`src/hw/rob_pkg.sv`:
```
`default_nettype none

package rob_pkg;

    localparam int TAG_W = 6;                   // Tag space covers up to 64 entries

    typedef enum logic [2:0] {
        OP_ADD   = 3'd0,                        // a + b
        OP_SUB   = 3'd1,                        // a - b, wraps mod 2^32
        OP_XOR   = 3'd2,                        // a ^ b
        OP_MUL   = 3'd3,                        // Iterative shift-add, 12 cycles
        OP_FAULT = 3'd4                         // Raises exception at commit
    } rob_op_e;

    typedef struct packed {
        rob_op_e     op;                        // Bits 31:29
        logic [4:0]  dest;                      // Destination register
        logic [11:0] a;                         // Operand a, zero extended
        logic [11:0] b;                         // Operand b, zero extended
    } instr_t;

    typedef struct packed {
        logic [TAG_W-1:0] tag;                  // ROB slot of this instruction
        instr_t           instr;
    } issue_t;

    typedef struct packed {
        logic [TAG_W-1:0] tag;                  // Writeback target
        logic [31:0]      value;
        logic             fault;
    } result_t;

    typedef struct packed {
        logic [4:0]  dest;
        logic [31:0] value;                     // Zero on exception
        logic        exception;
    } commit_t;

endpackage

`default_nettype wire

```
`src/hw/rob_dispatch.sv`:
```
`timescale 1ns/1ps
`default_nettype none

module rob_dispatch #(
    parameter int NUM_LANES = 3
) (
    input  logic                      clk,
    input  logic                      rst,
    input  logic                      wb_cyc,
    input  logic                      wb_stb,
    input  logic                      wb_we,
    input  logic [31:0]               wb_dat_w,
    output logic                      wb_ack,
    output logic [31:0]               wb_dat_r,
    input  logic                      rob_full,
    input  logic                      flush,
    input  logic [rob_pkg::TAG_W-1:0] alloc_tag,
    output logic                      alloc,
    output logic                      alloc_fault,
    output logic [4:0]                alloc_dest,
    input  logic [NUM_LANES-1:0]      lane_busy,
    output logic [NUM_LANES-1:0]      issue_valid,
    output rob_pkg::issue_t           issue
);

    rob_pkg::instr_t        instr;              // Write data seen as instruction
    logic [NUM_LANES-1:0]   idle;
    logic [NUM_LANES-1:0]   pick;               // One-hot lowest idle lane
    logic                   wr_ok;
    logic                   req;
    logic                   ack_q;

    assign instr = rob_pkg::instr_t'(wb_dat_w);
    assign idle  = ~lane_busy;
    assign pick  = idle & (~idle + 1'b1);       // Isolate lowest set bit

    // Writes need a free ROB slot and an idle lane
    assign wr_ok = !rob_full && (|idle);
    assign req   = wb_cyc && wb_stb && (!wb_we || wr_ok) && !flush;

    always_ff @(posedge clk) begin
        if (rst) begin
            ack_q <= 1'b0;
        end else begin
            ack_q <= req && !ack_q;             // One-cycle pulse that never repeats back to back
        end
    end

    assign wb_ack   = ack_q && !flush;          // Exception flush cancels this accept
    assign wb_dat_r = 32'd0;                    // Reads return zero

    // Accept happens in the ack cycle; state can only free up since the request
    assign alloc       = wb_ack && wb_we;
    assign alloc_dest  = instr.dest;
    assign alloc_fault = (instr.op == rob_pkg::OP_FAULT);

    assign issue.tag   = alloc_tag;             // Current ROB tail
    assign issue.instr = instr;
    assign issue_valid = alloc ? pick : '0;     // Shared bundle with one lane strobed

    a_ack_needs_stb: assert property (
        @(posedge clk) disable iff (rst)
        $rose(wb_ack) |-> wb_cyc && wb_stb
    );

endmodule

`default_nettype wire

```
`src/hw/exec_lane.sv`:
```
`timescale 1ns/1ps
`default_nettype none

module exec_lane (
    input  logic              clk,
    input  logic              rst,
    input  logic              flush,
    input  logic              issue_valid,
    input  rob_pkg::issue_t   issue,
    output logic              busy,
    output logic              done,
    output rob_pkg::result_t  result,
    input  logic              grant
);

    typedef enum logic [1:0] {
        S_IDLE,
        S_MUL,
        S_HOLD
    } state_e;

    state_e      state;
    logic [3:0]  cnt;                           // Multiply steps left
    logic [31:0] mcand;                         // Shifted multiplicand
    logic [11:0] mplier;                        // Remaining multiplier bits
    logic [31:0] a_ext;
    logic [31:0] b_ext;
    logic        start;

    assign a_ext = {20'd0, issue.instr.a};
    assign b_ext = {20'd0, issue.instr.b};
    assign start = (state == S_IDLE) && issue_valid;

    assign busy = (state != S_IDLE);
    assign done = (state == S_HOLD);            // Result stays put until granted

    always_ff @(posedge clk) begin
        if (rst) begin
            state <= S_IDLE;
            cnt   <= '0;
        end else if (flush) begin
            state <= S_IDLE;                    // Drop in-flight work
        end else begin
            case (state)
                S_IDLE: begin
                    if (issue_valid) begin
                        if (issue.instr.op == rob_pkg::OP_MUL) begin
                            state <= S_MUL;
                            cnt   <= 4'd11;     // First step done at issue
                        end else begin
                            state <= S_HOLD;
                        end
                    end
                end
                S_MUL: begin
                    cnt <= cnt - 4'd1;
                    if (cnt == 4'd1) begin
                        state <= S_HOLD;        // Done 12 cycles after issue
                    end
                end
                S_HOLD: begin
                    if (grant) begin
                        state <= S_IDLE;
                    end
                end
                default: state <= S_IDLE;
            endcase
        end
    end

    always_ff @(posedge clk) begin
        if (start) begin
            result.tag   <= issue.tag;
            result.fault <= 1'b0;
            mcand        <= a_ext << 1;
            mplier       <= issue.instr.b >> 1;
            case (issue.instr.op)
                rob_pkg::OP_ADD: result.value <= a_ext + b_ext;
                rob_pkg::OP_SUB: result.value <= a_ext - b_ext;     // Wraps
                rob_pkg::OP_XOR: result.value <= a_ext ^ b_ext;
                rob_pkg::OP_MUL: result.value <= issue.instr.b[0] ? a_ext : 32'd0;
                rob_pkg::OP_FAULT: begin
                    result.value <= 32'd0;
                    result.fault <= 1'b1;
                end
                default: result.value <= 32'd0;
            endcase
        end else if (state == S_MUL) begin
            if (mplier[0]) begin
                result.value <= result.value + mcand;   // Accumulate partial product
            end
            mcand  <= mcand << 1;
            mplier <= mplier >> 1;
        end
    end

    a_no_issue_when_busy: assert property (
        @(posedge clk) disable iff (rst)
        issue_valid |-> !busy
    );

endmodule

`default_nettype wire

```
`src/hw/completion_arbiter.sv`:
```
`timescale 1ns/1ps
`default_nettype none

module completion_arbiter #(
    parameter int NUM_LANES = 3
) (
    input  logic                  clk,
    input  logic                  rst,
    input  logic                  flush,
    input  logic [NUM_LANES-1:0]  lane_done,
    input  rob_pkg::result_t      lane_result [NUM_LANES],
    output logic [NUM_LANES-1:0]  grant,
    output logic                  wb_valid,
    output rob_pkg::result_t      wb_result
);

    localparam int PTR_W = (NUM_LANES > 1) ? $clog2(NUM_LANES) : 1;

    logic [PTR_W-1:0] ptr;                      // Lane with top priority
    logic [PTR_W-1:0] win;

    // Scan from ptr upward with wrap, first done lane wins
    always_comb begin
        int   idx;
        logic found;
        found = 1'b0;
        win   = '0;
        grant = '0;
        for (int i = 0; i < NUM_LANES; i++) begin
            idx = int'(ptr) + i;
            if (idx >= NUM_LANES) begin
                idx = idx - NUM_LANES;
            end
            if (!found && lane_done[idx]) begin
                found = 1'b1;
                win   = PTR_W'(idx);
            end
        end
        if (found && !flush) begin          // Stale results die with the flush
            grant[win] = 1'b1;
        end
    end

    assign wb_valid  = |grant;
    assign wb_result = lane_result[win];    // No added cycle

    always_ff @(posedge clk) begin
        if (rst || flush) begin
            ptr <= '0;
        end else if (wb_valid) begin
            if (win == PTR_W'(NUM_LANES - 1)) begin
                ptr <= '0;
            end else begin
                ptr <= win + 1'b1;          // Move past the winner
            end
        end
    end

    a_grant_onehot0: assert property (
        @(posedge clk) disable iff (rst)
        $onehot0(grant)
    );

endmodule

`default_nettype wire

```
`src/hw/rob.sv`:
```
`timescale 1ns/1ps
`default_nettype none

module rob #(
    parameter int DEPTH = 16
) (
    input  logic                      clk,
    input  logic                      rst,
    input  logic                      alloc,
    input  logic                      alloc_fault,
    input  logic [4:0]                alloc_dest,
    output logic [rob_pkg::TAG_W-1:0] alloc_tag,
    output logic                      full,
    input  logic                      wb_valid,
    input  rob_pkg::result_t          wb_result,
    output logic                      commit_valid,
    output rob_pkg::commit_t          commit,
    output logic                      flush
);

    localparam int IDX_W = $clog2(DEPTH);

    typedef struct packed {
        logic        fault;                     // From opcode or lane
        logic [4:0]  dest;
        logic [31:0] value;
    } entry_t;

    entry_t           mem [DEPTH];
    logic [DEPTH-1:0] entry_valid;
    logic [DEPTH-1:0] entry_ready;
    logic [IDX_W:0]   head;                     // MSB is the wrap bit
    logic [IDX_W:0]   tail;
    logic [IDX_W-1:0] head_idx;
    logic [IDX_W-1:0] tail_idx;
    logic [IDX_W-1:0] wb_idx;
    logic             do_alloc;
    logic             head_ok;                  // Head entry can retire
    logic             head_fault;

    assign head_idx = head[IDX_W-1:0];
    assign tail_idx = tail[IDX_W-1:0];
    assign wb_idx   = wb_result.tag[IDX_W-1:0]; // Tag is the slot index

    assign full      = (head[IDX_W] != tail[IDX_W]) && (head_idx == tail_idx);
    assign alloc_tag = rob_pkg::TAG_W'(tail_idx);
    assign do_alloc  = alloc && !full;

    assign head_ok    = entry_valid[head_idx] && entry_ready[head_idx];
    assign head_fault = mem[head_idx].fault;

    always_ff @(posedge clk) begin
        if (rst) begin
            head         <= '0;
            tail         <= '0;
            entry_valid  <= '0;
            entry_ready  <= '0;
            commit_valid <= 1'b0;
            flush        <= 1'b0;
        end else begin
            commit_valid <= 1'b0;
            flush        <= 1'b0;
            if (do_alloc) begin
                entry_valid[tail_idx] <= 1'b1;
                entry_ready[tail_idx] <= 1'b0;
                tail                  <= tail + 1'b1;
            end
            if (wb_valid) begin
                entry_ready[wb_idx] <= 1'b1;    // Commit may follow next edge
            end
            if (head_ok) begin
                commit_valid <= 1'b1;
                if (head_fault) begin
                    // Exception wipes everything, a same-edge alloc included
                    flush       <= 1'b1;
                    entry_valid <= '0;
                    entry_ready <= '0;
                    head        <= '0;
                    tail        <= '0;
                end else begin
                    entry_valid[head_idx] <= 1'b0;
                    head                  <= head + 1'b1;
                end
            end
        end
    end

    always_ff @(posedge clk) begin
        if (do_alloc) begin
            mem[tail_idx].fault <= alloc_fault;
            mem[tail_idx].dest  <= alloc_dest;
        end
        if (wb_valid) begin
            mem[wb_idx].value <= wb_result.value;
            if (wb_result.fault) begin
                mem[wb_idx].fault <= 1'b1;
            end
        end
        if (head_ok) begin
            commit.dest      <= mem[head_idx].dest;
            commit.value     <= head_fault ? 32'd0 : mem[head_idx].value;
            commit.exception <= head_fault;
        end
    end

    a_wb_hits_valid: assert property (
        @(posedge clk) disable iff (rst)
        wb_valid |-> entry_valid[wb_idx]
    );

endmodule

`default_nettype wire

```
`src/hw/rob_top.sv`:
```
`timescale 1ns/1ps
`default_nettype none

module rob_top #(
    parameter int DEPTH     = 16,
    parameter int NUM_LANES = 3
) (
    input  logic             clk,
    input  logic             rst,
    input  logic             wb_cyc,
    input  logic             wb_stb,
    input  logic             wb_we,
    input  logic [31:0]      wb_dat_w,
    output logic             wb_ack,
    output logic [31:0]      wb_dat_r,
    output logic             commit_valid,
    output rob_pkg::commit_t commit
);

    logic [rob_pkg::TAG_W-1:0] alloc_tag;
    logic                      alloc;
    logic                      alloc_fault;
    logic [4:0]                alloc_dest;
    logic                      rob_full;
    logic                      flush;          // Exception commit, one cycle
    logic [NUM_LANES-1:0]      lane_busy;
    logic [NUM_LANES-1:0]      lane_done;
    logic [NUM_LANES-1:0]      issue_valid;
    logic [NUM_LANES-1:0]      grant;
    rob_pkg::issue_t           issue;          // Shared by all lanes
    rob_pkg::result_t          lane_result [NUM_LANES];
    logic                      wb_valid;
    rob_pkg::result_t          wb_result;

    rob_dispatch #(
        .NUM_LANES (NUM_LANES)
    ) i_dispatch (
        .clk         (clk),
        .rst         (rst),
        .wb_cyc      (wb_cyc),
        .wb_stb      (wb_stb),
        .wb_we       (wb_we),
        .wb_dat_w    (wb_dat_w),
        .wb_ack      (wb_ack),
        .wb_dat_r    (wb_dat_r),
        .rob_full    (rob_full),
        .flush       (flush),
        .alloc_tag   (alloc_tag),
        .alloc       (alloc),
        .alloc_fault (alloc_fault),
        .alloc_dest  (alloc_dest),
        .lane_busy   (lane_busy),
        .issue_valid (issue_valid),
        .issue       (issue)
    );

    for (genvar k = 0; k < NUM_LANES; k++) begin : g_lane
        exec_lane i_lane (
            .clk         (clk),
            .rst         (rst),
            .flush       (flush),
            .issue_valid (issue_valid[k]),
            .issue       (issue),
            .busy        (lane_busy[k]),
            .done        (lane_done[k]),
            .result      (lane_result[k]),
            .grant       (grant[k])
        );
    end

    completion_arbiter #(
        .NUM_LANES (NUM_LANES)
    ) i_arbiter (
        .clk         (clk),
        .rst         (rst),
        .flush       (flush),
        .lane_done   (lane_done),
        .lane_result (lane_result),
        .grant       (grant),
        .wb_valid    (wb_valid),
        .wb_result   (wb_result)
    );

    rob #(
        .DEPTH (DEPTH)
    ) i_rob (
        .clk          (clk),
        .rst          (rst),
        .alloc        (alloc),
        .alloc_fault  (alloc_fault),
        .alloc_dest   (alloc_dest),
        .alloc_tag    (alloc_tag),
        .full         (rob_full),
        .wb_valid     (wb_valid),
        .wb_result    (wb_result),
        .commit_valid (commit_valid),
        .commit       (commit),
        .flush        (flush)
    );

endmodule

`default_nettype wire

```
`config.mk`:
```
export PLATFORM = sky130hd
export DESIGN_NAME = rob_top
export DESIGN_NICKNAME = d
export VERILOG_FILES = /design/src/hw/rob_pkg.sv /design/src/hw/rob_dispatch.sv /design/src/hw/exec_lane.sv /design/src/hw/completion_arbiter.sv /design/src/hw/rob.sv /design/src/hw/rob_top.sv
export SDC_FILE = /design/constraint.sdc
export NUM_CORES = 1
export LEC_CHECK = 0
export BUFFER_PORTS_ARGS = -buffer_cell sky130_fd_sc_hd__buf_2
export CAP_MARGIN = 20
export CORE_UTILIZATION = 60
export DETAILED_ROUTE_END_ITERATION = 8
export PLACE_DENSITY_LB_ADDON = 0.05
export SLEW_MARGIN = 20
export SYNTH_ARGS = -nofsm -noshare
export SYNTH_HDL_FRONTEND = slang
export SYNTH_SLANG_ARGS = --single-unit
```
`constraint.sdc`:
```
create_clock -name clk -period 10.7 [get_ports clk]
set_clock_uncertainty 0.05 [all_clocks]
set_input_delay 2.14 -clock clk [delete_from_list [all_inputs] [get_ports clk]]
set_output_delay 2.14 -clock clk [all_outputs]
set_load 0.02 [all_outputs]
```
==> run metrics <==
outcome=finished, final reports clean; antenna diode count=0; slowest stage cell, crit path=a31oi_2; die footprint=73,500 µm²; Final nets=3,440; Pwr Total=between 8000 and 9000 µW; Critical Path RT=11.13 ns; ys async rst share=0; P&R area growth vs syn=10.5%; worst hold path depth=1; largest net degree at the start of global routing=roughly 110; WP buf/inv=2; Reg area=between 20,000 and 30,000 µm²; core box area=between 70,000 and 80,000 µm²; CP peak stage delay=0.66 ns; Post-CTS Setup Repair Bufs=0; YS warnings=0; synthesized area=43,500 µm²; Vias=between 20,000 and 30,000; fillcell total=between 4,000 and 5,000; port bufs=76; final cell area excluding filler cells=a little under 50,000 µm²; most frequent cells in the layout=edfxtp_1 (810), nand2_1 (419), a21oi_1 (196); fin. max-slew vios=0; Initial Utilization=0.607; clk_lat worst skew=0.66 ns; Crit Path Class=input port to flip-flop; GP Congestion=between 0.9 and 1; Synth Register Bits=between 900 and 1,000; Max VDD drop=approximately 170 µV; Total GRT Usage=0.285; Worst EP arrival=approximately 5.5 ns; Post-Layout Cell Count=between 4,000 and 5,000; Post-Syn Instances=~3,200; WL per Instance=roughly 24 µm; reg2reg path depth=12; drt via density=approximately 6.3; reg2reg start=i_arbiter.ptr[0]$_SDFFE_PP0P_; P per Cell Area=182 nW/µm²; htree depth=3; Worst Path Max Fanout=19; Placement Cell Area=44,900 µm²; f_max=just under 0.2 GHz; Finished Core Util=0.671; DRT iter0 DRCs=2,632; Die Y-Extent=around 270 µm; TritonCTS buffer count=96; RSZ-0062 raised after global routing=no; die width=271 µm; Critical Path, Cell by Cell=buf_2, inv_1, ha_1, nor2b_1, o21ai_1, a21boi_0, o21ai_0, a21oi_1, a221o_1, a31oi_2, nand2_1, o21ai_0; commonest non-fill, non-tap cell in the layout=edfxtp_1; CTS root buf=clkbuf_16; Worst R2R End=i_rob.mem[0][10]$_DFFE_PP_; cell depth of the worst setup path=12; mean post-synth cell area=roughly 14 µm²; crit path launch type=input port; final setup fails=0; Multi-input gate area=~15,000 µm²; Leak=roughly 0.017 µW; total gr overflow=0; Top Ports=109; share of layout cells above drive strength 1=0.158; sequential fraction of the synthesis area=0.625; fin crit share=0.474; Resized cells post-CTS=0; Unique masters post-synth=88; number of synthesized flops with an enable pin=just over 800; measured slew at the worst slew-check pin=between 1 and 1.5 ns; dpl cells=a little over 4,000; clk sink count=~950; first-pass GRT wire length=around 160,000 µm; post-route ant nets=0; Crit path max-delay family=compound AO/OA/AOI/OAI gates; fin crit period=5.07 ns; DP Wirelength=around 64,000 µm; Worst-path clk slew=around 0.060 ns; max_slew headroom=0.235; Fin Setup TNS=0 ns; final hold violations=0; row count=between 90 and 100; Pre-antenna DRT Iters=6; Max Root-Sink Buffers=3; Critical Path Most Common Cell=o21ai_0; Reg2Reg Setup Slack=approximately 6 ns; drt drc=0; final WL=a little over 100,000 µm; Worst Hold Launch=i_dispatch.ack_q$_SDFF_PP0_; Max Cap Violations=0; Min-Delay Endpoint=i_dispatch.ack_q$_SDFF_PP0_; initial antenna violation count=3; Hold Path Class=flip-flop to flip-flop; CTS tree=built; Main synth FF type=edfxtp_1; vias in the first global route=~27,000; Post-CTS Hold Fix Bufs=0; critical path capture point type=flip-flop
==> cells by family after synthesis <==
family | Yosys count | share of synthesized area
AOI/OAI and AO/OA | 663 | 0.0965
xor gates and xnor gates | 93 | 0.0187
adders and majority gates | 136 | 0.0400
buffers and inverters | 275 | 0.0275
DFF | 952 | 0.625
muxes | 228 | 0.108
other | 1 | 0.0000863
and+or+nand+nor | 828 | 0.0843
==> area by class of cell <==
cell class,instances,area share
clock buffers,122,0.0533
clock inverters,60,0.0117
inverters,100,0.00782
multi-input cells,1980,0.318
flip-flops and latches,952,0.566
well taps,950,0.0248
repair buffers,137,0.0180
==> Yosys cell counts, types with 13 or more instances <==
cell	n	area (µm²)
mux2i_1	30	300
nand3_1	42	210
edfxtp_1	810	24300
buf_2	23	115
a211oi_1	30	225
buf_1	15	56.3
a22oi_1	25	188
a31oi_1	14	87.6
nand2_1	422	1580
dfxtp_1	142	2840
nor2b_1	55	344
nor2_1	169	634
mux4_2	191	4300
o211ai_1	16	120
o221ai_1	17	149
ha_1	131	1640
a21o_1	58	435
o31ai_1	20	150
or3_1	13	81.3
buf_4	36	270
and2_1	16	100
a21oi_1	196	981
xnor2_1	47	412
xor2_1	46	403
nor3_1	34	170
o21ai_0	173	866
nand2b_1	20	125
inv_1	100	375
clkbuf_1	101	379
o21a_1	23	173
==> where the power goes <==
part           switching [µW]  total [µW]  internal (µW)
Sequential               60.6        4390           4330
Combinational             682        1030            348
Clock                    1420        3300           1880
Total                    2170        8720           6560
==> per-stage QoR <==
stage	setup slack, ns	hold slack [ns]
floorplan	5.94	0.340
global placement	5.07	0.356
detailed placement	5.04	0.359
CTS	5.69	0.367
global route	5.43	0.382
finish	5.63	0.362
==> how the worst max path moves through the flow <==
stage	slack [ns]	endpoint	start
2_1_floorplan	5.94	g_lane[2].i_lane.result[31]$_DFFE_PP_	wb_dat_w[12]
3_5_place_dp	5.04	g_lane[2].i_lane.result[26]$_DFFE_PP_	wb_dat_w[12]
5_1_grt	5.43	g_lane[2].i_lane.result[16]$_DFFE_PP_	wb_dat_w[12]
4_1_cts	5.69	g_lane[2].i_lane.result[15]$_DFFE_PP_	wb_dat_w[12]
6_report	5.63	g_lane[2].i_lane.result[28]$_DFFE_PP_	wb_dat_w[2]
3_3_place_gp	5.07	g_lane[2].i_lane.result[31]$_DFFE_PP_	wb_dat_w[2]
==> flip-flops by register name (all words and copies together) (netlist names), 6 cells and up, named ones only <==
signal                count
g_lane.i_lane.cnt        12
g_lane.i_lane.mcand      93
i_rob.entry_ready        16
i_rob.entry_valid        16
i_rob.mem               608
i_rob.commit             38
g_lane.i_lane.mplier     33
g_lane.i_lane.result    111
g_lane.i_lane.state       6
==> routing by layer <==
| layer | GRT usage | share of wire | vias up |
|---|---|---|---|
| met4 | 0.0874 | 0.028 | 0 |
| li1 | - | - | 12200 |
| met2 | 0.469 | 0.48 | 1056 |
| met1 | 0.398 | 0.42 | 13600 |
| met5 | 0 | 0 | - |
| met3 | 0.0392 | 0.070 | 167 |
Power figures use the tool's default switching activity.
